### src/include/pipe_config.svh
// ~~~~~~~~~~~~~~~~~~~~~~~~~~~~~~~~~~~~~~~~~~~~~~~~
// widths are fixed by the RV64 subset, change with care
// ~~~~~~~~~~~~~~~~~~~~~~~~~~~~~~~~~~~~~~~~~~~~~~~~
`ifndef PIPE_CONFIG_SVH
`define PIPE_CONFIG_SVH

// data path and pc width
`define PIPE_XLEN 64
`define PIPE_ILEN 32

// register file geometry
`define PIPE_RAW  5
`define PIPE_NREG 32

`endif

### src/source/reg_file.sv
// ~~~~~~~~~~~~~~~~~~~~~~~~~~~~~~~~~~~~~~~~~~~~~~~~
// write-first reads; x0 is never stored
// ~~~~~~~~~~~~~~~~~~~~~~~~~~~~~~~~~~~~~~~~~~~~~~~~
`timescale 1ns/1ps
`include "pipe_config.svh"

module reg_file (
    input  logic                  clk,
    input  logic                  rst_n_i,
    input  logic [`PIPE_RAW-1:0]  ra1_i,
    input  logic [`PIPE_RAW-1:0]  ra2_i,
    input  logic                  we_i,
    input  logic [`PIPE_RAW-1:0]  wa_i,
    input  logic [`PIPE_XLEN-1:0] wd_i,
    output logic [`PIPE_XLEN-1:0] rd1_o,
    output logic [`PIPE_XLEN-1:0] rd2_o
);
    logic [`PIPE_XLEN-1:0] regs [`PIPE_NREG];

    always_ff @(posedge clk or negedge rst_n_i) begin
        if (!rst_n_i) begin
            for (int i = 0; i < `PIPE_NREG; i++) begin
                regs[i] <= '0;
            end
        end else if (we_i && wa_i != '0) begin
            regs[wa_i] <= wd_i;
        end
    end

    // bypass covers a reader sitting behind write-back
    assign rd1_o = (ra1_i == '0) ? '0 : (we_i && wa_i == ra1_i) ? wd_i : regs[ra1_i];
    assign rd2_o = (ra2_i == '0) ? '0 : (we_i && wa_i == ra2_i) ? wd_i : regs[ra2_i];
endmodule

### config.mk
export PLATFORM = sky130hd
export DESIGN_NAME = reg_file
export DESIGN_NICKNAME = d
export VERILOG_FILES = /design/src/source/reg_file.sv
export VERILOG_INCLUDE_DIRS = /design/src /design/src/include
export SDC_FILE = /design/constraint.sdc
export NUM_CORES = 2
export LEC_CHECK = 0
export CAP_MARGIN = 20
export CORE_MARGIN = 1.5
export CORE_UTILIZATION = 40
export DETAILED_ROUTE_END_ITERATION = 8
export DONT_BUFFER_PORTS = 1
export GPL_ROUTABILITY_DRIVEN = 0
export HOLD_SLACK_MARGIN = 0.12
export PLACE_DENSITY = 0.58
export SKIP_CTS_REPAIR_TIMING = 1
export SYNTH_ARGS = -nofsm -noshare
export SYNTH_HDL_FRONTEND = slang
export SYNTH_SLANG_ARGS = --single-unit
### constraint.sdc
create_clock -name clk -period 1.6 [get_ports clk]
set_input_delay 0.08 -clock clk [delete_from_list [all_inputs] [get_ports clk]]
set_output_delay 0.08 -clock clk [all_outputs]
set_load 0.02 [all_outputs]
==> results.cfg <==
[yosys]
synth-edff-count = 0
yosysWarnings = 0
ys_ff_latch = 2048
synth_cell_types = 70
synth_async_sr_flop_share_pct = 100.0
syn_area_sq_um = 109400
yosysSeqAreaShare_pct = 46.85
ys.flop_type = dfrtp_1
synthCells = 7381
avgSynthCellArea_sq_um = 14.82
syn-num-nets = 7463

[clock_network]
clockBufferDepth = 4
tritoncts = yes
cts-root-buf = clkbuf_16
cts_max_level = 4
clk_latency_ps = 920
numClockSinks = 2048
numCtsBuffers = 229
path_clk_slew_ps = 60

[grt]
grt_pass1_wl_mm = 590.5
grt.total_usage_pct = 29.48
overflow = 0
grt_max_degree = 575
grtUsageMet1_pct = 38.37
grt_antenna_before_repair = 22
use_met3_pct = 5.816
grt_pass1_vias = 78630
grtUsageMet2_pct = 47.73
grt_busiest_layer = met2

[worst_setup_path]
ff2ff_setup_slack_ps = 100
cp_num_buf_inv = 4
cpMostUsedCell = buf_12
timing.rr.end = regs[183]$_DFFE_PN0P_
end_kind = primary output
cp.arrival_ps = 3190
crit_chain = or3b_4, buf_16, buf_12, buf_4, o221ai_1, a311oi_2, a21oi_2, a22o_1, buf_12
crit_path_max_fanout = 384
crit_path_top_delay_cell = or3b_4
crit_family = compound AO/OA/AOI/OAI gates
startpoint_type = input port
r2r-start = regs[183]$_DFFE_PN0P_
r2r_cells = 3
crit_start = ra1_i[1]
crit_path_max_incr_delay_ps = 850
worstSetupPathType = in -> out
worstPathRequired_ps = 1520

[finish]
nFillCells = 22470
largest_reg_flops = 2048
mostFrequentLayoutCell = dfrtp_1
nets = 8505
top_regs = regs (2048)
final_cell_area_sq_um = 139800
final_layout_size_suffix_gt1_share_pct = 62.11
fin_util_pct = 51.51
area_growth_pct = 27.83
top_register = regs
mostFrequentLayoutCells = dfrtp_1, mux2_2, buf_4, mux4_2, buf_12

[sta]
fin_ws_ps = -1672
worst_hold_slack_ps = -18.90
rsz0062_at_grt = true
slew_viol_final = 108
min_period_over_period_pct = 204.5
slew_headroom_pct = -25.12
fin_crit_ps = 3272
skew_ps = 0
hold_viol = 8
max_freq_ghz = 0.3056
fin_tns_setup_ps = -507910
tightestPinTransition_ps = 1877
setup_viol = 1456

[pwr]
p_seq_share_pct = 41.4
p_sw_share_pct = 28.15
p_leak_uw = 0.06122
clkPwrFrac_pct = 32.8
vdd_drop_max_uv = 1016
power_frac_comb_pct = 25.8
p_int_uw = 118700
p_per_area_nw_per_um2 = 1182
finalPower_uw = 165200
power_switching_uw = 46520

[floorplan]
dieWidth_um = 525.9
dieHeight_um = 525.9
initial_utilization_pct = 40.29
ioPinCount = 210
rows = 191
core_area_sq_um = 271500
dieArea_sq_um = 276600

[detailed_routing]
drc = 0
drt-initial-drc-count = 8183
viasPerCell = 6.416
via_count = 78100
ant_nets = 0
first_pass_iters = 5
wirelength_mm = 441.3
wl_per_cell_um = 36.25

[placed_design]
dp_hpwl_mm = 254.1
placedInstanceArea_sq_um = 125800
port_buffers = 0

[run_status]
violations = hold timing, slew limit, setup timing
status = finished, violations left

[worst_hold_path]
min_path_type = in -> async

[flow_run]
maxCapViolations = 0
==> synthesized netlist by cell type (6+ instances only) <==
cell       number  share of area, %
a2111oi_0      20              0.16
a211o_1        20              0.16
a211oi_1       38              0.26
a21o_1         18              0.12
a21oi_1       110              0.50
a221o_1        11              0.10
a221oi_1       61              0.49
a22o_1         51              0.41
a22oi_1        68              0.47
a311oi_1        6             0.048
a31oi_1        19              0.11
buf_1          10             0.034
buf_2         213              0.97
buf_4          96              0.66
buf_6          63              0.65
clkbuf_1      483               1.7
dfrtp_1      2048                47
mux2_1         72              0.74
mux2_2       1993                21
mux2i_1       328               3.0
mux4_2        870                18
nand2_1        73              0.25
nand2b_1        9             0.051
nand3_1        27              0.12
nand3b_1        6             0.041
nor2_1        142              0.49
nor2b_1        32              0.18
nor3_1         39              0.18
nor3b_1         8             0.055
nor4_1         20              0.11
o211ai_1        8             0.055
o21a_1          6             0.041
o21ai_0        70              0.32
o221ai_1       52              0.42
o22a_1          7             0.056
o22ai_1       198               1.1
o41ai_1        20              0.16
xnor2_1         6             0.048
==> cells by family (layout without fill, tap and decap cells) <==
| family | Yosys count | count (layout) | share of synthesized area, % |
|---|---|---|---|
| multiplexers | 3263 | 3263 | 42.17 |
| XOR/XNOR | 10 | 10 | 0.08006 |
| buffers and inverters | 872 | 2086 | 3.999 |
| other | 0 | 9 | 0 |
| AO/OA/AOI/OAI | 795 | 795 | 5.128 |
| AND/OR/NAND/NOR | 393 | 393 | 1.771 |
| flip-flops | 2048 | 2048 | 46.85 |
==> metal layers <==
layer	up-vias	share of wire (%)	wire length, um
met2	3819	47	207900
met4	18	5.4	23910
met1	42440	39	172300
met5	-	0.050	219
li1	30820	-	-
met3	1001	8.4	36940
==> stage by stage <==
step,cells,setup WS (ps)
2_1_floorplan,7381,-132.2
3_3_place_gp,11560,-2548
3_5_place_dp,11560,-2671
4_1_cts,11960,-1812
5_1_grt,12170,-1468
6_report,12170,-1672
==> cell type report <==
cell class                 count  area, sq um  area share (%)
multi-input combinational   4461        58040           41.51
sequential                  2048        51250           36.65
timing repair buffer        1677        18510           13.24
clock buffer                 355         6917           4.946
tap                         3570         4467           3.194
clock inverter                48        608.1          0.4349
inverter                       6        22.52         0.01611
antenna                        9        22.52         0.01611
==> power by group through the flow <==
stage	logic (uW)	clock network (uW)	registers, uW
CTS	37100	54700	68000
detailed placement	36900	0	68800
global placement	36000	0	68000
global route	45000	56800	69400
finish	42700	54100	68400
floorplan	24800	0	66900
==> worst min-delay path: cells and delay by family <==
family,cells,cell delay (ps)
buffers and inverters,11,1230
==> worst max path at each step <==
stage	to	slack, ps	depth (start not counted)
CTS	rd1_o[42]	-1810	7
floorplan	rd1_o[39]	-130	8
global placement	regs[496]$_DFFE_PN0P_	-2550	6
global route	rd1_o[18]	-1470	6
detailed placement	regs[496]$_DFFE_PN0P_	-2670	6
finish	rd1_o[8]	-1670	9
Power figures use the tool's default switching activity.
