File: config.mk
export PLATFORM = sky130hd
export DESIGN_NAME = hazard_ctrl
export DESIGN_NICKNAME = d
export VERILOG_FILES = /design/src/source/hazard_ctrl.sv
export VERILOG_INCLUDE_DIRS = /design/src /design/src/include
export SDC_FILE = /design/constraint.sdc
export NUM_CORES = 1
export LEC_CHECK = 0
export ABC_AREA = 1
export BUFFER_PORTS_ARGS = -buffer_cell sky130_fd_sc_hd__clkbuf_2
export CAP_MARGIN = 10
export CORE_AREA = 2 2 39 41
export DETAILED_ROUTE_END_ITERATION = 8
export DIE_AREA = 0 0 41 43
export GPL_TIMING_DRIVEN = 0
export PLACE_DENSITY = 0.71
export REMOVE_ABC_BUFFERS = 1
export SLEW_MARGIN = 40
export SYNTH_ARGS = -nofsm -noshare
export SYNTH_HDL_FRONTEND = slang
export SYNTH_SLANG_ARGS = --single-unit
export TNS_END_PERCENT = 50
File: constraint.sdc
create_clock -name clk -period 1.8 [get_ports clk]
set_input_delay 0.27 -clock clk [delete_from_list [all_inputs] [get_ports clk]]
set_output_delay 0.27 -clock clk [all_outputs]
set_load 0.005 [all_outputs]
File: src/include/pipe_config.svh
// ~~~~~~~~~~~~~~~~~~~~~~~~~~~~~~~~~~~~~~~~~~~~~~~~
// widths are fixed by the RV64 subset, change with care
// ~~~~~~~~~~~~~~~~~~~~~~~~~~~~~~~~~~~~~~~~~~~~~~~~
`ifndef PIPE_CONFIG_SVH
`define PIPE_CONFIG_SVH

// data path and pc width
`define PIPE_XLEN 64
`define PIPE_ILEN 32

// register file geometry
`define PIPE_RAW  5
`define PIPE_NREG 32

`endif

File: src/source/hazard_ctrl.sv
// ~~~~~~~~~~~~~~~~~~~~~~~~~~~~~~~~~~~~~~~~~~~~~~~~
// interlock only, no forwarding; halt clears on reset alone
// ~~~~~~~~~~~~~~~~~~~~~~~~~~~~~~~~~~~~~~~~~~~~~~~~
`timescale 1ns/1ps
`include "pipe_config.svh"

module hazard_ctrl (
    input  logic                 clk,
    input  logic                 rst_n_i,
    input  logic                 flush_i,
    input  logic                 id_valid_i,
    input  logic [`PIPE_RAW-1:0] rs1_i,
    input  logic [`PIPE_RAW-1:0] rs2_i,
    input  logic                 use_rs1_i,
    input  logic                 use_rs2_i,
    input  logic                 ex_valid_i,
    input  logic [`PIPE_RAW-1:0] ex_rd_i,
    input  logic                 ex_wen_i,
    input  logic                 mem_valid_i,
    input  logic [`PIPE_RAW-1:0] mem_rd_i,
    input  logic                 mem_wen_i,
    input  logic                 wb_valid_i,
    input  logic                 wb_ebreak_i,
    output logic                 if_id_en_o,
    output logic                 id_bubble_o,
    output logic                 front_flush_o,
    output logic                 pipe_en_o,
    output logic                 halt_o
);
    logic ex_wr;
    logic mem_wr;
    logic rs1_hit;
    logic rs2_hit;
    logic interlock;
    logic wb_halt;

    assign ex_wr  = ex_valid_i && ex_wen_i;
    assign mem_wr = mem_valid_i && mem_wen_i;

    // MEM/WB writer is served by the write-first file
    assign rs1_hit = use_rs1_i && ((ex_wr && ex_rd_i == rs1_i) || (mem_wr && mem_rd_i == rs1_i));
    assign rs2_hit = use_rs2_i && ((ex_wr && ex_rd_i == rs2_i) || (mem_wr && mem_rd_i == rs2_i));
    assign interlock = id_valid_i && (rs1_hit || rs2_hit);

    // freeze already in the cycle ebreak retires
    assign wb_halt = wb_valid_i && wb_ebreak_i;

    always_ff @(posedge clk or negedge rst_n_i) begin
        if (!rst_n_i) begin
            halt_o <= 1'b0;
        end else if (wb_halt) begin
            halt_o <= 1'b1;
        end
    end

    assign pipe_en_o     = !(halt_o || wb_halt);
    assign if_id_en_o    = pipe_en_o && !interlock;
    assign id_bubble_o   = interlock;
    assign front_flush_o = flush_i && pipe_en_o;
endmodule

==> results.toml <==
[run_status]
status = "complete, no violations"

[timing]
fin_ws_ps = 428.0
rsz0062_at_grt = "no"
tightest_slew_ps = 160.3
setup_violations = 0
max_freq_mhz = 728.9
slew_viol_final = 0
relSlewSlack_pct = 89.31
min_period_over_period_pct = 76.22
final.setup_skew_ps = 0
timing.hold.ws_ps = 44.61
timing.setup.tns_ps = 0
hold_violations = 0
min_period_ps = 1372

[finish]
diodes = 0
final_nets = 179
area_delta_synth_final_pct = 43.01
drive_gt1_share_pct = 28.97
largest_reg_flops = 1
finalInstanceArea_um2 = 665.6
fin_util_pct = 48.10
top_register = "halt_o"
largest_registers = "halt_o: 1 flops"

[global_routing]
grt_pass1_wl_mm = 1.794
grt_max_degree = 5
grt.overflow.total = 0
antenna_found_initial = 0
grt_pass1_vias = 520
grt_use_total_pct = 13.39

[floorplan]
die_width_um = 41
die_y_um = 43
rows = 14
fp.dieArea_um2 = 1763
coreArea_um2 = 1384
initial_core_util_pct = 33.63
num_io_pins = 37

[placed_design]
portBuffers = 36
dp_slack_ps = 421.6
dpl.hpwl_mm = 1.069
dpl_cell_area_um2 = 665.6
routabilityCongestion = 0.7484

[yosys]
synth.distinct_cells = 12
synthMuxAreaShare_pct = 0
synth_compound_area_share_pct = 6.452
ys_warn_count = 0
synthSimpleGateAreaFrac_pct = 66.94
synth_top_area_cell = "nand2_1"
postSynthAreaPerCell_um2 = 4.270
yosys.area_share.xor_xnor_pct = 1.882
synth_area_um2 = 465.4
synth_top_family_by_area = "simple AND/OR/NAND/NOR gates"
synth_area_leaders = "nand2_1, inv_1, nor2_1, dfrtp_1, nand3_1"
synth_adder_area_share_pct = 0
synth_top_area_share_pct = 44.35
synth.yosys.seq_area_share_pct = 5.376
synth_seq_cells = 1
syn_inst = 109

[power_and_ir_drop]
peakVddDrop_uv = 63.33
pwr-share-seq_pct = 17.4
sw_frac_of_total_pct = 44.60
power.switching_w = 0.00005871
power.leakage_nw = 0.5063
clkPwrFrac_pct = 0
p_int_w = 0.00007292
power_density_nw_per_um2 = 197.7
pwr-share-comb_pct = 82.6

[routing]
route.top_layer_used = "met3"
wl_per_cell_um = 6.882
avgViaCountPerCell = 4.149
met1_length_um = 460
routed_wl_mm = 1.108
drt_iter0_drc = 6
drcViolationCount = 0
wl_met2_um = 589
drtPass1Iterations = 4
vias = 668
wl_met3_um = 57
ant_nets = 0

[worst_setup_path]
path_max_fanout = 3
slowest_delay_ps = 120
start_kind = "primary input"
end_kind = "output pin"
crit_type = "in2out"
path_cells = "clkbuf_2 > inv_1 > nand2_1 > nand2_1 > nor2_1 > nand3_1 > nand2_1 > nand2_2 > a21boi_2 > clkbuf_2"
critical_path.most_common_cell = "nand2_1"
cp_top_family = "simple AND/OR/NAND/NOR gates"
cp.required_ps = 1530
crit_arrival_ps = 1100
crit_buf_inv = 3
critPathSlowestCell = "a21boi_2"

[clock_tree]
cts_resized = 0
holdBufCountCts = 0
clk_latency_ps = 0
path_clk_slew_ps = 0
cts_setup_buffers = 0

[run]
drv_cap = 0

[hold_path]
hold_class = "in2async"
==> routing by layer <==
metal  track usage, %  vias up
met1            16.46      269
met4                0        0
met3                0        0
li1                 -      384
met2            25.62       15
met5                0        -
==> stage by stage <==
step                 power [W]  instances
floorplan           0.00007993        109
global placement     0.0001307        161
detailed placement   0.0001328        161
CTS                  0.0001335        161
global route         0.0001507        161
finish               0.0001316        161
==> worst register-to-register path, cell delays in order (launching register included) <==
cell,delay (ps)
dfrtp_1,350
a21oi_1,160
inv_1,100
==> path summary, 6_finish.rpt <==
check / cells past startpoint / to / slack [ps] / startpoint
max: 10 / id_bubble_o / 430 / rs2_i[3]
min: 1 / halt_o$_DFFE_PN0P_ / 40 / rst_n_i
max reg2reg: 2 / halt_o$_DFFE_PN0P_ / 1060 / halt_o$_DFFE_PN0P_
min reg2reg: 2 / halt_o$_DFFE_PN0P_ / 510 / halt_o$_DFFE_PN0P_
max in group asynchronous: 1 / halt_o$_DFFE_PN0P_ / 1670 / rst_n_i
min in group clk: 2 / halt_o$_DFFE_PN0P_ / 510 / halt_o$_DFFE_PN0P_
==> area by class of cell <==
type | count | area, um2
Fill cell | 171 | 718.2
Multi-Input combinational cell | 84 | 350.3
Timing Repair Buffer | 36 | 180.2
Inverter | 24 | 90.09
Sequential cell | 1 | 25.02
Tap cell | 16 | 20.02
==> cell families (layout without fill, tap and decap cells) <==
| family | Yosys count | count (layout) |
|---|---|---|
| simple gates | 79 | 79 |
| buf+inv | 24 | 60 |
| xor+xnor | 1 | 1 |
| flops | 1 | 1 |
| compound gates | 4 | 4 |
==> power by group through the flow <==
stage                     sequential, W  combinational (W)  clock, W
after floorplan               0.0000229          0.0000570         0
after global placement        0.0000229           0.000108         0
after detailed placement      0.0000229           0.000110         0
after CTS                     0.0000229           0.000111         0
after global routing          0.0000229           0.000128         0
final                         0.0000229           0.000109         0
==> cell usage in the layout, fill, tap and decap left out <==
cell / count
a21oi_2: 1
inv_1: 24
nand2_2: 3
xor2_1: 1
o21ai_1: 1
nor2_2: 1
nand2_1: 55
clkbuf_2: 36
a21oi_1: 1
dfrtp_1: 1
nand3_1: 4
nor2_1: 16
a21boi_2: 1
==> cell usage after synthesis, drive strengths merged <==
cell    instances
dfrtp           1
a21boi          1
o21ai           1
nand2          58
xor2            1
inv            24
nand3           4
a21oi           2
nor2           17
Note: power is estimated with default switching activity, not from simulation.
