--- config.mk ---
export PLATFORM = sky130hd
export DESIGN_NAME = inst_decode
export DESIGN_NICKNAME = d
export VERILOG_FILES = /design/src/source/pipe_pkg.sv /design/src/source/inst_decode.sv
export VERILOG_INCLUDE_DIRS = /design/src /design/src/include
export SDC_FILE = /design/constraint.sdc
export NUM_CORES = 1
export LEC_CHECK = 0
export ABC_AREA = 1
export BUFFER_PORTS_ARGS = -buffer_cell sky130_fd_sc_hd__buf_2
export CORE_MARGIN = 3
export CORE_UTILIZATION = 37
export DETAILED_ROUTE_END_ITERATION = 10
export MAX_ROUTING_LAYER = met4
export PLACE_DENSITY = 0.91
export SLEW_MARGIN = 10
export SYNTH_ARGS = -nofsm -noshare
export SYNTH_HDL_FRONTEND = slang
export SYNTH_SLANG_ARGS = --single-unit
--- constraint.sdc ---
create_clock -name vclk -period 1.5
set_clock_uncertainty 0.15 [all_clocks]
set_input_delay 0.15 -clock vclk [all_inputs]
set_output_delay 0.15 -clock vclk [all_outputs]
set_load 0.02 [all_outputs]
--- src/include/pipe_config.svh ---
// ~~~~~~~~~~~~~~~~~~~~~~~~~~~~~~~~~~~~~~~~~~~~~~~~
// widths are fixed by the RV64 subset, change with care
// ~~~~~~~~~~~~~~~~~~~~~~~~~~~~~~~~~~~~~~~~~~~~~~~~
`ifndef PIPE_CONFIG_SVH
`define PIPE_CONFIG_SVH

// data path and pc width
`define PIPE_XLEN 64
`define PIPE_ILEN 32

// register file geometry
`define PIPE_RAW  5
`define PIPE_NREG 32

`endif

--- src/source/pipe_pkg.sv ---
// ~~~~~~~~~~~~~~~~~~~~~~~~~~~~~~~~~~~~~~~~~~~~~~~~
// field layout follows the base RV32/64 R and I formats
// ~~~~~~~~~~~~~~~~~~~~~~~~~~~~~~~~~~~~~~~~~~~~~~~~
`include "pipe_config.svh"

package pipe_pkg;

    // 5 bits wide to match the full core's ALU op field
    typedef enum logic [4:0] {
        ALU_ADD = 5'd0,
        ALU_SUB = 5'd1,
        ALU_AND = 5'd2,
        ALU_OR  = 5'd3,
        ALU_XOR = 5'd4,
        ALU_SLL = 5'd5,
        ALU_SRL = 5'd6
    } alu_op_e;

    localparam logic [6:0] OPC_OP     = 7'b0110011;
    localparam logic [6:0] OPC_OP_IMM = 7'b0010011;
    localparam logic [6:0] OPC_SYSTEM = 7'b1110011;

    typedef struct packed {
        logic [6:0]           funct7;
        logic [`PIPE_RAW-1:0] rs2;
        logic [`PIPE_RAW-1:0] rs1;
        logic [2:0]           funct3;
        logic [`PIPE_RAW-1:0] rd;
        logic [6:0]           opcode;
    } r_type_t;

    typedef struct packed {
        logic [11:0]          imm12;
        logic [`PIPE_RAW-1:0] rs1;
        logic [2:0]           funct3;
        logic [`PIPE_RAW-1:0] rd;
        logic [6:0]           opcode;
    } i_type_t;

    // one instruction word, two views
    typedef union packed {
        r_type_t r;
        i_type_t i;
    } instr_u;

endpackage

--- src/source/inst_decode.sv ---
// ~~~~~~~~~~~~~~~~~~~~~~~~~~~~~~~~~~~~~~~~~~~~~~~~
// only OP, OP-IMM subset and EBREAK; rest decode as no-write
// ~~~~~~~~~~~~~~~~~~~~~~~~~~~~~~~~~~~~~~~~~~~~~~~~
`timescale 1ns/1ps
`include "pipe_config.svh"

module inst_decode (
    input  pipe_pkg::instr_u      instr_i,
    output logic [`PIPE_RAW-1:0]  rs1_o,
    output logic [`PIPE_RAW-1:0]  rs2_o,
    output logic                  use_rs1_o,
    output logic                  use_rs2_o,
    output logic [`PIPE_RAW-1:0]  rd_o,
    output logic [`PIPE_XLEN-1:0] imm_o,
    output logic                  use_imm_o,
    output pipe_pkg::alu_op_e     alu_op_o,
    output logic                  wen_o,
    output logic                  ebreak_o
);
    import pipe_pkg::*;

    logic legal;
    logic f7_zero;

    assign f7_zero = (instr_i.r.funct7 == 7'h00);
    assign imm_o   = {{(`PIPE_XLEN-12){instr_i.i.imm12[11]}}, instr_i.i.imm12};
    assign wen_o   = legal && (rd_o != '0);

    always_comb begin
        rs1_o     = instr_i.r.rs1;
        rs2_o     = instr_i.r.rs2;
        rd_o      = instr_i.r.rd;
        use_rs1_o = 1'b0;
        use_rs2_o = 1'b0;
        use_imm_o = 1'b0;
        alu_op_o  = ALU_ADD;
        ebreak_o  = 1'b0;
        legal     = 1'b0;
        case (instr_i.r.opcode)
            OPC_OP: begin
                use_rs1_o = 1'b1;
                use_rs2_o = 1'b1;
                legal     = f7_zero;
                case (instr_i.r.funct3)
                    3'b000: begin
                        // funct7 bit 5 picks SUB
                        legal    = f7_zero || (instr_i.r.funct7 == 7'h20);
                        alu_op_o = f7_zero ? ALU_ADD : ALU_SUB;
                    end
                    3'b001: alu_op_o = ALU_SLL;
                    3'b100: alu_op_o = ALU_XOR;
                    3'b101: alu_op_o = ALU_SRL;
                    3'b110: alu_op_o = ALU_OR;
                    3'b111: alu_op_o = ALU_AND;
                    default: legal = 1'b0;
                endcase
            end
            OPC_OP_IMM: begin
                use_rs1_o = 1'b1;
                use_imm_o = 1'b1;
                legal     = 1'b1;
                case (instr_i.i.funct3)
                    3'b000: alu_op_o = ALU_ADD;
                    3'b100: alu_op_o = ALU_XOR;
                    3'b110: alu_op_o = ALU_OR;
                    3'b111: alu_op_o = ALU_AND;
                    default: legal = 1'b0;
                endcase
            end
            OPC_SYSTEM: ebreak_o = (instr_i == 32'h0010_0073);
            default: legal = 1'b0;
        endcase
        // unsupported words must not interlock
        if (!legal) begin
            use_rs1_o = 1'b0;
            use_rs2_o = 1'b0;
        end
    end
endmodule

==> summary.md <==
| Metric | Value |
|---|---|
| Outcome | completed |
| Kind of critical path | input port to output port |
| I/O pin cnt | 121 |
| Synthesized cell area | 949.7 µm² |
| Final ANT Viol Nets | 0 |
| NetSw | 0.0002481 W |
| Hold Buf Count CTS | 0 |
| Yosys cell types | 19 |
| Hpwl dp | 1836 µm |
| Share of the synthesized area in the top cell type | 64.03% |
| Pre-antenna DRT Iters | 4 |
| Sequential power share | 0% |
| Most frequent cell after synthesis | buf_4 |
| P per Cell Area | 375.7 mW/mm² |
| Placer Congestion | 0.7447 |
| Synthesis-to-layout area growth | 2.371% |
| Worst-path fanout max | 5 |
| Antenna Cells | 0 |
| Core Box Area | 0.002318 mm² |
| Largest net degree at the start of global routing | 54 |
| Final Setup Violations | 0 |
| Crit path launch type | input port |
| # clk buffers | 0 |
| Top cells by instance count after synthesis | 81 x buf_4, 19 x nand2_1, 10 x inv_1 |
| Placed Cells | 216 |
| Count of buffers from port buffering | 119 |
| # Post-CTS Setup Buffers | 0 |
| Yosys warnings | 0 |
| Die height | 56.66 µm |
| Comb pwr share | 100.0% |
| Die width | 56.66 µm |
| Tcrit/Tclk final | 93.25% |
| Period minus WS final | 1.399 ns |
| Final Net Count | 222 |
| Crit. End Element | output port |
| Initial antenna violation count | 0 |
| DRC viols | 0 |
| Max cap viols | 0 |
| Syn_area_per_cell | 6.374 µm² |
| Initial Utilization | 40.96% |
| Synth area leader | buf_4 |
| DR WL/cell | 9.306 µm |
| Number of global-route vias before repair | 661 |
| CP Data Arrival Time | 1.10 ns |
| Fmax | 715.0 MHz |
| RSZ-0062 raised after global routing | no |
| Fin cells | 216 |
| Layout cells sized above 1 | 70.21% |
| Setup TNS | 0 ns |
| Fill cells | 271 |
| HP Class | input port to output port |
| Cts repair resizes | 0 |
| Grt total ovfl | 0 |
| Maximum VDD drop | 299.3 µV |
| Synth area leaders | buf_4 64%, nand2_1 7.5%, inv_1 4.0%, nand3_1 3.7%, nor2_4 3.6% |
| Sequential fraction of the synthesis area | 0% |
| Vias per Instance | 3.977 |
| WP data required | 1.20 ns |
| Final sequential cell count | 0 |
| Sw Ratio | 67.94% |
| Int Pwr | 0.0001171 W |
| Reg area | 0 µm² |
| P_leak | 0.6685 nW |
| 1st-iter DRT viols | 19 |
| First-pass GRT wire length | 2822 µm |
| Max Slew Vio Count | 0 |
| Synth Instances | 149 |
| Final Hold Vio Count | 0 |
| Row cnt | 17 |
| Routed WL | 2010 µm |
| GRT Resource Usage Total | 10.33% |
| Via count | 859 |
| Clock power frac | 0% |
| Die Footprint | 0.003210 mm² |
-- through the flow --
| step | utilization [%] | setup WS, ns | hold slack (ns) | cell area [µm²] | total power (W) |
|---|---|---|---|---|---|
| global placement | 41.93 | 0.1349 | 0.3824 | 972.2 | 0.0003642 |
| global route | 41.93 | 0.001027 | 0.3845 | 972.2 | 0.0003906 |
| CTS | 41.93 | 0.09316 | 0.3824 | 972.2 | 0.0003695 |
| floorplan | - | 0.2045 | 0.2626 | 953.4 | 0.0003558 |
| finish | 41.93 | 0.1013 | 0.3827 | 972.2 | 0.0003653 |
| detailed placement | 41.93 | 0.09187 | 0.3824 | 972.2 | 0.0003689 |
-- routing by layer --
layer / global-route usage (%) / up-vias / routed length, µm
met5: - / - / 0
met2: 18.98 / 66 / 969
li1: - / 453 / -
met1: 12.93 / 340 / 743
met3: 0.9195 / 0 / 297
met4: 0 / 0 / 0
-- power groups by stage --
stage	combinational [W]	clock (W)	sequential, W
3_3_place_gp	0.000364	0	0
5_1_grt	0.000391	0	0
2_1_floorplan	0.000356	0	0
6_report	0.000365	0	0
3_5_place_dp	0.000369	0	0
4_1_cts	0.000369	0	0
-- path summary, 6_finish.rpt --
kind	start	to	slack, ns	depth (start not counted)
max	instr_i[3]	wen_o	0.10	7
min	instr_i[27]	imm_o[7]	0.38	2
-- layout by cell type, fill, tap and decap left out, types with 2 or more instances in the layout --
master / count
nand2_1: 19
nor3_1: 3
nand3b_1: 2
conb_1: 2
inv_1: 10
inv_2: 2
nor2_1: 8
nand3_1: 7
buf_2: 119
nand4_1: 2
nor2_2: 4
nor2_4: 3
-- worst max-delay path, cell delays in order --
cell and delay, ns:
buf_2 0.10, nor2_2 0.14, nand3_2 0.15, nor2_4 0.15, o21ai_1 0.11, a21oi_2 0.13, buf_2 0.16
-- logic make-up after synthesis --
family / after synthesis / synth area share [%]
compound gates: 3 / 2.240
buf+inv: 94 / 69.96
other cells: 1 / 0.3949
simple gates: 51 / 27.40
-- layout make-up --
| class | instances | area, µm² | share of cell area, % |
|---|---|---|---|
| multi-input cells | 56 | 289.0 | 29.73 |
| well taps | 28 | 35.03 | 3.604 |
| repair buffers | 120 | 603.1 | 62.03 |
| inverters | 12 | 45.04 | 4.633 |
(Power assumes the default switching activity.)
