**src/include/pipe_config.svh**
```systemverilog
// ~~~~~~~~~~~~~~~~~~~~~~~~~~~~~~~~~~~~~~~~~~~~~~~~
// widths are fixed by the RV64 subset, change with care
// ~~~~~~~~~~~~~~~~~~~~~~~~~~~~~~~~~~~~~~~~~~~~~~~~
`ifndef PIPE_CONFIG_SVH
`define PIPE_CONFIG_SVH

// data path and pc width
`define PIPE_XLEN 64
`define PIPE_ILEN 32

// register file geometry
`define PIPE_RAW  5
`define PIPE_NREG 32

`endif

```
**src/source/pipe_pkg.sv**
```systemverilog
// ~~~~~~~~~~~~~~~~~~~~~~~~~~~~~~~~~~~~~~~~~~~~~~~~
// field layout follows the base RV32/64 R and I formats
// ~~~~~~~~~~~~~~~~~~~~~~~~~~~~~~~~~~~~~~~~~~~~~~~~
`include "pipe_config.svh"

package pipe_pkg;

    // 5 bits wide to match the full core's ALU op field
    typedef enum logic [4:0] {
        ALU_ADD = 5'd0,
        ALU_SUB = 5'd1,
        ALU_AND = 5'd2,
        ALU_OR  = 5'd3,
        ALU_XOR = 5'd4,
        ALU_SLL = 5'd5,
        ALU_SRL = 5'd6
    } alu_op_e;

    localparam logic [6:0] OPC_OP     = 7'b0110011;
    localparam logic [6:0] OPC_OP_IMM = 7'b0010011;
    localparam logic [6:0] OPC_SYSTEM = 7'b1110011;

    typedef struct packed {
        logic [6:0]           funct7;
        logic [`PIPE_RAW-1:0] rs2;
        logic [`PIPE_RAW-1:0] rs1;
        logic [2:0]           funct3;
        logic [`PIPE_RAW-1:0] rd;
        logic [6:0]           opcode;
    } r_type_t;

    typedef struct packed {
        logic [11:0]          imm12;
        logic [`PIPE_RAW-1:0] rs1;
        logic [2:0]           funct3;
        logic [`PIPE_RAW-1:0] rd;
        logic [6:0]           opcode;
    } i_type_t;

    // one instruction word, two views
    typedef union packed {
        r_type_t r;
        i_type_t i;
    } instr_u;

endpackage

```
**src/source/pipe_regs.sv**
```systemverilog
// ~~~~~~~~~~~~~~~~~~~~~~~~~~~~~~~~~~~~~~~~~~~~~~~~
// flush beats enable; payload bits keep no reset value
// ~~~~~~~~~~~~~~~~~~~~~~~~~~~~~~~~~~~~~~~~~~~~~~~~
`timescale 1ns/1ps
`include "pipe_config.svh"


module id_ex_reg (
    input  logic                  clk,
    input  logic                  rst_n_i,
    input  logic                  flush_i,
    input  logic                  enable_i,
    input  logic                  valid_i,
    input  logic [`PIPE_XLEN-1:0] pc_i,
    input  logic [`PIPE_RAW-1:0]  rd_i,
    input  logic [`PIPE_XLEN-1:0] op_a_i,
    input  logic [`PIPE_XLEN-1:0] op_b_i,
    input  logic [`PIPE_XLEN-1:0] imm_i,
    input  logic                  use_imm_i,
    input  pipe_pkg::alu_op_e     alu_op_i,
    input  logic                  wen_i,
    input  logic                  ebreak_i,
    output logic                  valid_o,
    output logic [`PIPE_XLEN-1:0] pc_o,
    output logic [`PIPE_RAW-1:0]  rd_o,
    output logic [`PIPE_XLEN-1:0] op_a_o,
    output logic [`PIPE_XLEN-1:0] op_b_o,
    output logic [`PIPE_XLEN-1:0] imm_o,
    output logic                  use_imm_o,
    output pipe_pkg::alu_op_e     alu_op_o,
    output logic                  wen_o,
    output logic                  ebreak_o
);
    import pipe_pkg::*;

    // valid_i arrives low when decode inserts a bubble
    always_ff @(posedge clk or negedge rst_n_i) begin
        if (!rst_n_i) begin
            valid_o   <= 1'b0;
            use_imm_o <= 1'b0;
            alu_op_o  <= ALU_ADD;
            wen_o     <= 1'b0;
            ebreak_o  <= 1'b0;
        end else if (flush_i) begin
            valid_o <= 1'b0;
        end else if (enable_i) begin
            valid_o   <= valid_i;
            use_imm_o <= use_imm_i;
            alu_op_o  <= alu_op_i;
            wen_o     <= wen_i;
            ebreak_o  <= ebreak_i;
        end
    end

    always_ff @(posedge clk) begin
        if (enable_i) begin
            pc_o   <= pc_i;
            rd_o   <= rd_i;
            op_a_o <= op_a_i;
            op_b_o <= op_b_i;
            imm_o  <= imm_i;
        end
    end
endmodule



```
**config.mk**
```make
export PLATFORM = sky130hd
export DESIGN_NAME = id_ex_reg
export DESIGN_NICKNAME = d
export VERILOG_FILES = /design/src/source/pipe_pkg.sv /design/src/source/pipe_regs.sv
export VERILOG_INCLUDE_DIRS = /design/src /design/src/include
export SDC_FILE = /design/constraint.sdc
export NUM_CORES = 1
export LEC_CHECK = 0
export ABC_AREA = 1
export BUFFER_PORTS_ARGS = -buffer_cell sky130_fd_sc_hd__buf_4
export CORE_AREA = 2 2 209 211
export DETAILED_ROUTE_END_ITERATION = 6
export DIE_AREA = 0 0 211 213
export PLACE_DENSITY = 0.54
export SLEW_MARGIN = 0
export SYNTH_ARGS = -nofsm -noshare
export SYNTH_HDL_FRONTEND = slang
export SYNTH_SLANG_ARGS = --single-unit
```
**constraint.sdc**
```tcl
create_clock -name clk -period 0.8 [get_ports clk]
set_input_delay 0.08 -clock clk [delete_from_list [all_inputs] [get_ports clk]]
set_output_delay 0.08 -clock clk [all_outputs]
set_load 0.05 [all_outputs]
```
==> flow_summary.json <==
{
  "fill_cells": 3684,
  "cp.depth": 1,
  "clk_pin_slew_ns": 0.06,
  "worst-r2r-setup-slack_ns": 0.14,
  "grt_max_degree": 47,
  "cts_buffer_depth": 3,
  "drv_slew": 0,
  "dp_hpwl_mm": 21.5,
  "multi_input_area_um2": 123,
  "track_usage_pct": 12.8,
  "synthesis.area_um2": 8200,
  "cts_tree": "built",
  "drt_iter0_markers": 234,
  "power_density_nw_per_um2": 2190,
  "worst_ep_required_time_ns": 0.72,
  "worstHoldPathType": "in2reg",
  "yosysTopAreaCell": "edfxtp_1",
  "holdWs_ns": -0.0000915,
  "endpoint": "imm_o[1]",
  "worstMarginPinSlew_ns": 0.281,
  "placed_cells_incl_taps": 1427,
  "critical_path_arrival_ns": 1.22,
  "crit_fanout": 1,
  "die_area_um2": 44900,
  "min_period_ns": 1.30,
  "yosysTopAreaCellShare_pct": 95.6,
  "synth_seq_cells": 270,
  "r2r_end": "wen_o",
  "wl_met1_mm": 10.9,
  "hold_viol_final": 1,
  "drc": 0,
  "gp_routability_congestion": 0.774,
  "fp-row-count": 76,
  "pre_cts_slack_ns": -0.149,
  "drt_first_pass_iters": 4,
  "drt-total-wl_mm": 30.7,
  "synth.area.top_cells": "edfxtp_1 96%, dfrtp_1 2.7%, nand2_1 0.82%, nand3_1 0.55%, buf_4 0.092%",
  "route.met2.wl_mm": 16.3,
  "syn_nets": 575,
  "regArea_um2": 8070,
  "avgSynthCellArea_um2": 27.2,
  "final_cell_mix": "303 x buf_4, 274 x dlygate4sd3_1, 270 x buf_6",
  "min_path_cells": 2,
  "synth_warnings": 0,
  "initial_core_util_pct": 19.2,
  "setup.worst_path.start": "imm_o[1]",
  "grt.overflow.total": 0,
  "slew_headroom_pct": 81.3,
  "crit_type": "reg2out",
  "cap_viol_max_count": 0,
  "clock-sinks": 270,
  "layout_commonest_cell": "buf_4",
  "worst_slack_ns": -0.496,
  "grt_setup_unrepaired": "yes",
  "vias": 6460,
  "cp_slowest_cell": "edfxtp_1",
  "path_cells": "buf_6",
  "synth_cell_types": 8,
  "critical_path.top_delay_family": "flip-flops",
  "outcome": "complete, but fails checks",
  "critPathCaptureType": "primary output",
  "drive_above_1_share_pct": 52.3,
  "syn2layout_area_growth_pct": 120,
  "die_w_um": 211,
  "worst-path-buf-inv": 1,
  "cp-start-kind": "flop",
  "fin_cells": 1758,
  "placed_area_um2": 13300,
  "dr_wl_met3_mm": 2.67,
  "grt_first_pass_wirelength_mm": 43.0,
  "synth_cells": 301,
  "reg2reg_depth": 2,
  "violations": "hold timing, setup timing",
  "timing.rr.start": "wen_o",
  "die_h_um": 213,
  "highest_layer": "met5",
  "cts-buffers-inserted": 30,
  "wire_per_inst_um": 17.5,
  "io_pins": 544,
  "h-tree-depth": 1,
  "fin_area_um2": 18000,
  "power_leakage_uw": 0.00749,
  "ir_worst_vdd_uv": 1510,
  "port_buffers": 543,
  "ant_nets": 0,
  "grt_pass1_vias": 7262,
  "timing.fmax_mhz": 772,
  "setup_viol": 352,
  "nets": 1461,
  "worst_skew_pair.late_latency_ns": 0.55,
  "finalCritPeriodShare_pct": 162,
  "synth-seq-area-share_pct": 98.4,
  "core_area_um2": 42700,
  "antenna_found_initial": 5,
  "finClkSkew_ns": 0,
  "root_buffer": "clkbuf_16",
  "routed_via_density": 3.67,
  "cpPeakStageDelay_ns": 0.46,
  "final.setup.tns_ns": -112.46
}
registers in the layout, summed over array words and instances (netlist names):
signal / count
pc_o: 64
op_a_o: 64
wen_o: 1
valid_o: 1
alu_op_o: 5
ebreak_o: 1
use_imm_o: 1
imm_o: 64
rd_o: 5
op_b_o: 64
report_power, final:
| group | switching (uW) | internal [uW] | leakage [uW] | total (uW) |
|---|---|---|---|---|
| logic | 5350 | 3920 | 0.00439 | 9270 |
| registers | 612 | 16800 | 0.00266 | 17400 |
| clock network | 5480 | 7170 | 0.000442 | 12700 |
| total | 11400 | 27900 | 0.00749 | 39400 |
cells in the mapped netlist (all sizes together):
cell / n
nand2: 19
nand3: 9
dfrtp: 9
inv: 1
edfxtp: 261
nor2: 1
buf: 1
worst min path at each step:
stage / start / endpoint / slack [ns]
3_5_place_dp: rst_n_i / alu_op_o[4] / -0.08
2_1_floorplan: rst_n_i / alu_op_o[0] / -0.22
5_1_grt: enable_i / imm_o[49] / -0.01
3_3_place_gp: rst_n_i / alu_op_o[4] / -0.08
6_report: enable_i / imm_o[49] / -0.00009
4_1_cts: enable_i / op_a_o[47] / 0.03
metal layers:
metal | global-route usage (%) | vias up
met1 | 13.5 | 3080
met4 | 4.18 | 6
met3 | 4.37 | 52
met2 | 23.7 | 332
met5 | 0 | -
li1 | - | 2990
what timing repair did:
item	4_1_cts	5_1_grt
endpoints found under the setup margin	270	417
buffers inserted	0	0
cloned	0	0
endpoints found under the hold margin	308	21
hold buffers	274	2
gates resized for setup	270	0
logic make-up after synthesis:
| family | count (synthesis) | synth area share [%] |
|---|---|---|
| buffers and inverters | 2 | 0.137 |
| AND/OR/NAND/NOR | 29 | 1.50 |
| flip-flops | 270 | 98.4 |
metrics by stage:
stage | total power [uW] | utilization (%)
after detailed placement | 25000 | 31.2
after global placement | 24900 | 31.2
after floorplan | 21500 | -
after global routing | 40700 | 42.1
final | 39400 | 42.2
after CTS | 39700 | 42.1
area by class of cell:
type	instances	share of cell area, %
Inverter	1	0.0209
Multi-Input combinational cell	29	0.681
Timing Repair Buffer	855	45.6
Tap cell	546	3.80
Antenna cell	3	0.0417
Clock inverter	13	0.403
Clock buffer	41	4.57
Sequential cell	270	44.9
(Power assumes the default switching activity.)
