File: src/include/pipe_config.svh
// ~~~~~~~~~~~~~~~~~~~~~~~~~~~~~~~~~~~~~~~~~~~~~~~~
// widths are fixed by the RV64 subset, change with care
// ~~~~~~~~~~~~~~~~~~~~~~~~~~~~~~~~~~~~~~~~~~~~~~~~
`ifndef PIPE_CONFIG_SVH
`define PIPE_CONFIG_SVH

// data path and pc width
`define PIPE_XLEN 64
`define PIPE_ILEN 32

// register file geometry
`define PIPE_RAW  5
`define PIPE_NREG 32

`endif

File: src/source/pipe_pkg.sv
// ~~~~~~~~~~~~~~~~~~~~~~~~~~~~~~~~~~~~~~~~~~~~~~~~
// field layout follows the base RV32/64 R and I formats
// ~~~~~~~~~~~~~~~~~~~~~~~~~~~~~~~~~~~~~~~~~~~~~~~~
`include "pipe_config.svh"

package pipe_pkg;

    // 5 bits wide to match the full core's ALU op field
    typedef enum logic [4:0] {
        ALU_ADD = 5'd0,
        ALU_SUB = 5'd1,
        ALU_AND = 5'd2,
        ALU_OR  = 5'd3,
        ALU_XOR = 5'd4,
        ALU_SLL = 5'd5,
        ALU_SRL = 5'd6
    } alu_op_e;

    localparam logic [6:0] OPC_OP     = 7'b0110011;
    localparam logic [6:0] OPC_OP_IMM = 7'b0010011;
    localparam logic [6:0] OPC_SYSTEM = 7'b1110011;

    typedef struct packed {
        logic [6:0]           funct7;
        logic [`PIPE_RAW-1:0] rs2;
        logic [`PIPE_RAW-1:0] rs1;
        logic [2:0]           funct3;
        logic [`PIPE_RAW-1:0] rd;
        logic [6:0]           opcode;
    } r_type_t;

    typedef struct packed {
        logic [11:0]          imm12;
        logic [`PIPE_RAW-1:0] rs1;
        logic [2:0]           funct3;
        logic [`PIPE_RAW-1:0] rd;
        logic [6:0]           opcode;
    } i_type_t;

    // one instruction word, two views
    typedef union packed {
        r_type_t r;
        i_type_t i;
    } instr_u;

endpackage

File: src/source/int_alu.sv
// ~~~~~~~~~~~~~~~~~~~~~~~~~~~~~~~~~~~~~~~~~~~~~~~~
// no word (W) variants; shifts use 6 bits
// ~~~~~~~~~~~~~~~~~~~~~~~~~~~~~~~~~~~~~~~~~~~~~~~~
`timescale 1ns/1ps
`include "pipe_config.svh"

module int_alu (
    input  pipe_pkg::alu_op_e     alu_op_i,
    input  logic [`PIPE_XLEN-1:0] op_a_i,
    input  logic [`PIPE_XLEN-1:0] op_b_i,
    input  logic [`PIPE_XLEN-1:0] imm_i,
    input  logic                  use_imm_i,
    output logic [`PIPE_XLEN-1:0] result_o
);
    import pipe_pkg::*;

    logic [`PIPE_XLEN-1:0] src_b;

    assign src_b = use_imm_i ? imm_i : op_b_i;

    always_comb begin
        case (alu_op_i)
            ALU_SUB: result_o = op_a_i - src_b;
            ALU_AND: result_o = op_a_i & src_b;
            ALU_OR:  result_o = op_a_i | src_b;
            ALU_XOR: result_o = op_a_i ^ src_b;
            ALU_SLL: result_o = op_a_i << src_b[5:0];
            ALU_SRL: result_o = op_a_i >> src_b[5:0];
            default: result_o = op_a_i + src_b;
        endcase
    end
endmodule

File: config.mk
export PLATFORM = sky130hd
export DESIGN_NAME = int_alu
export DESIGN_NICKNAME = d
export VERILOG_FILES = /design/src/source/pipe_pkg.sv /design/src/source/int_alu.sv
export VERILOG_INCLUDE_DIRS = /design/src /design/src/include
export SDC_FILE = /design/constraint.sdc
export NUM_CORES = 1
export LEC_CHECK = 0
export ABC_CLOCK_PERIOD_IN_PS = 11950
export BUFFER_PORTS_ARGS = -buffer_cell sky130_fd_sc_hd__buf_2
export CORE_MARGIN = 2
export CORE_UTILIZATION = 45
export DETAILED_ROUTE_END_ITERATION = 7
export PLACE_DENSITY_LB_ADDON = 0.05
export SLEW_MARGIN = 20
export SYNTH_ARGS = -nofsm -noshare
export SYNTH_HDL_FRONTEND = slang
export SYNTH_SLANG_ARGS = --single-unit
File: constraint.sdc
create_clock -name vclk -period 11.95
set_input_delay 0.5975 -clock vclk [all_inputs]
set_output_delay 0.5975 -clock vclk [all_outputs]
set_load 0.02 [all_outputs]
==> results.yml <==
run_status:
  outcome: "finished clean"
synth:
  syn_inst: 2511
  synthesis.area_um2: 17100
  synth_area_per_cell_um2: 6.809
  post_synth_num_cell_types: 81
  synth_seq_area_share: 0
  syn-num-nets: 2903
  synth.yosys.warnings: 0
worst_hold_path:
  timing.hold.worst_path_depth: 4
  whs_endpoint: "result_o[1]"
  hold_path_class: "input port to primary output"
  hp-start: "op_a_i[1]"
sta:
  post-route-min-period_ps: 7986
  slew_headroom: 0.1044
  tightest_slew_ps: 1306
  setup-tns-final_ps: 0
  finalSetupViolCount: 0
  fin_crit_sh: 0.6683
  grt_setup_unrepaired: "no"
  fmax_mhz: 125.2
  finalHoldViolCount: 0
  final.setup.worst_slack_ps: 3964
  report.final.slew_viol_count: 0
routing:
  drt_wl_total_mm: 95.98
  route.detailed.wl_per_inst_um: 30.52
  route.detailed.drc: 0
  number_of_vias_per_cell: 6.974
  dr_pass1_iterations: 6
  detailedRoute.firstIterationViolations: 3465
  routed-via-count: 21932
  postRouteAntennaNets: 0
floorplanning:
  std_cell_rows: 71
  die-height_um: 198.9
  initial_utilization: 0.4550
  fp.dieW_um: 198.9
  num_ports: 262
  full_die_area_um2: 39570
  core_region_area_um2: 37580
setup_path:
  worstSetupPathType: "input port to primary output"
  crit_required_ps: 11350
  startpoint_type: "input port"
  end_kind: "primary output"
  crit_path_max_fanout: 58
  cp.arrival_ps: 7390
final_layout:
  final_nets: 3025
  area_growth_pct: 9.023
  clock_buffer_count: 0
  fraction_of_final_layout_cells_sized_beyond_drive_strength_1: 0.1486
  seq_area_um2: 0
  design.seq.count: 0
cts:
  post_cts.resized_instances: 0
  ctsHoldBuffers: 0
  cts_post_setup_buffers_inserted: 0
place:
  place_ws_ps: 4139
  place_hpwl_mm: 78.04
  gp_congestion: 1.171
  place.port_buffers: 262
run:
  max_cap_viol_count: 0
grt:
  pin_count_of_the_biggest_net_entering_global_routing: 79
  via_count_of_the_first_global_routing_pass: 19916
  first_pass_grt_wire_length_mm: 134.9
  grt_antenna_before_repair: 2
  all_layer_global_routing_usage: 0.4646
  grt_overflow: 0
## worst max-delay path, stage by stage
cell and delay [ps]:
sky130_fd_sc_hd__buf_6 430, sky130_fd_sc_hd__mux2i_4 330, sky130_fd_sc_hd__buf_4 450, sky130_fd_sc_hd__ha_1 380
sky130_fd_sc_hd__o211ai_1 300, sky130_fd_sc_hd__nor3_2 340, sky130_fd_sc_hd__nand2_1 120, sky130_fd_sc_hd__or3_1 390
sky130_fd_sc_hd__or2_1 340, sky130_fd_sc_hd__nor4_2 200, sky130_fd_sc_hd__nand3_1 380, sky130_fd_sc_hd__o21ai_1 280
sky130_fd_sc_hd__xnor2_1 80, sky130_fd_sc_hd__ha_1 440, sky130_fd_sc_hd__a21oi_1 340, sky130_fd_sc_hd__o21bai_1 130
sky130_fd_sc_hd__a21oi_1 320, sky130_fd_sc_hd__nor3_1 90, sky130_fd_sc_hd__nor2_1 130, sky130_fd_sc_hd__o21ai_0 110
sky130_fd_sc_hd__a2111oi_0 700, sky130_fd_sc_hd__nand3_1 180, sky130_fd_sc_hd__buf_2 220
## cells in the mapped netlist, types with 8 or more instances
cell | number | area share
sky130_fd_sc_hd__nor3_1 | 70 | 0.020
sky130_fd_sc_hd__and3_1 | 13 | 0.0048
sky130_fd_sc_hd__nand4_1 | 29 | 0.011
sky130_fd_sc_hd__a31oi_1 | 25 | 0.0091
sky130_fd_sc_hd__o21bai_1 | 14 | 0.0061
sky130_fd_sc_hd__xor2_1 | 17 | 0.0087
sky130_fd_sc_hd__mux2i_1 | 351 | 0.21
sky130_fd_sc_hd__o21ai_0 | 212 | 0.062
sky130_fd_sc_hd__nand3_1 | 39 | 0.011
sky130_fd_sc_hd__nor4_1 | 16 | 0.0059
sky130_fd_sc_hd__xnor2_1 | 94 | 0.048
sky130_fd_sc_hd__buf_6 | 8 | 0.0053
sky130_fd_sc_hd__mux2_2 | 17 | 0.011
sky130_fd_sc_hd__o221ai_1 | 26 | 0.013
sky130_fd_sc_hd__nand2_1 | 222 | 0.049
sky130_fd_sc_hd__clkbuf_1 | 108 | 0.024
sky130_fd_sc_hd__or3_1 | 19 | 0.0070
sky130_fd_sc_hd__o2111ai_1 | 17 | 0.0087
sky130_fd_sc_hd__ha_1 | 193 | 0.14
sky130_fd_sc_hd__a221oi_1 | 13 | 0.0067
sky130_fd_sc_hd__buf_2 | 49 | 0.014
sky130_fd_sc_hd__o211ai_1 | 43 | 0.019
sky130_fd_sc_hd__o31ai_1 | 18 | 0.0079
sky130_fd_sc_hd__a21o_1 | 36 | 0.016
sky130_fd_sc_hd__a21oi_1 | 189 | 0.055
sky130_fd_sc_hd__inv_1 | 139 | 0.031
sky130_fd_sc_hd__a22oi_1 | 49 | 0.022
sky130_fd_sc_hd__nor2_1 | 231 | 0.051
sky130_fd_sc_hd__a211oi_1 | 41 | 0.018
sky130_fd_sc_hd__and2_1 | 11 | 0.0040
sky130_fd_sc_hd__nand2b_1 | 9 | 0.0033
sky130_fd_sc_hd__buf_1 | 21 | 0.0046
sky130_fd_sc_hd__mux2i_2 | 11 | 0.0089
sky130_fd_sc_hd__o22ai_1 | 16 | 0.0059
## layout by cell type, fill, tap and decap left out, types with 39 or more instances in the layout
cell,count
sky130_fd_sc_hd__ha_1,193
sky130_fd_sc_hd__a211oi_1,41
sky130_fd_sc_hd__mux2i_1,348
sky130_fd_sc_hd__xnor2_1,94
sky130_fd_sc_hd__inv_1,136
sky130_fd_sc_hd__buf_2,261
sky130_fd_sc_hd__buf_4,45
sky130_fd_sc_hd__nand3_1,39
sky130_fd_sc_hd__nor3_1,68
sky130_fd_sc_hd__nand2_1,221
sky130_fd_sc_hd__o211ai_1,43
sky130_fd_sc_hd__a21oi_1,189
sky130_fd_sc_hd__a22oi_1,49
sky130_fd_sc_hd__nor2_1,231
sky130_fd_sc_hd__o21ai_0,211
## kinds of logic after synthesis
| group | share of synthesized area |
|---|---|
| simple gates | 0.1879 |
| mux | 0.2387 |
| xor+xnor | 0.05686 |
| buf+inv | 0.08050 |
| fa+ha+maj | 0.1424 |
| compound gates | 0.2937 |
## per-stage QoR
step                utilization  cells  hold slack [ps]  instance area (um2)
floorplan                     -   2511             1567                17100
global placement         0.4959   3142             1870                18630
detailed placement       0.4959   3142             1901                18630
CTS                      0.4959   3142             1905                18630
global route             0.4959   3142             1936                18630
finish                   0.4961   3145             1903                18640
## routing by layer
| layer | track usage | routed length [um] | up-vias | part of all wire |
|---|---|---|---|---|
| li1 | - | - | 9533 | - |
| met1 | 0.6503 | 39310 | 10452 | 0.41 |
| met2 | 0.6515 | 37710 | 1685 | 0.39 |
| met3 | 0.1501 | 14360 | 258 | 0.15 |
| met4 | 0.1774 | 4577 | 4 | 0.048 |
| met5 | 0 | 23 | - | 0.00024 |
## worst max-delay path by stage
stage,startpoint,cells past startpoint,end
floorplan,use_imm_i,27,result_o[59]
global placement,use_imm_i,23,result_o[57]
detailed placement,use_imm_i,23,result_o[57]
CTS,use_imm_i,23,result_o[57]
global route,use_imm_i,21,result_o[63]
finish,use_imm_i,23,result_o[57]
## cell type report
type | count | area [um2]
timing repair buffer | 307 | 1655
inverter | 147 | 553.0
antenna | 3 | 7.507
fill | 3936 | 18940
tap | 511 | 639.4
multi-input combinational | 2177 | 15790
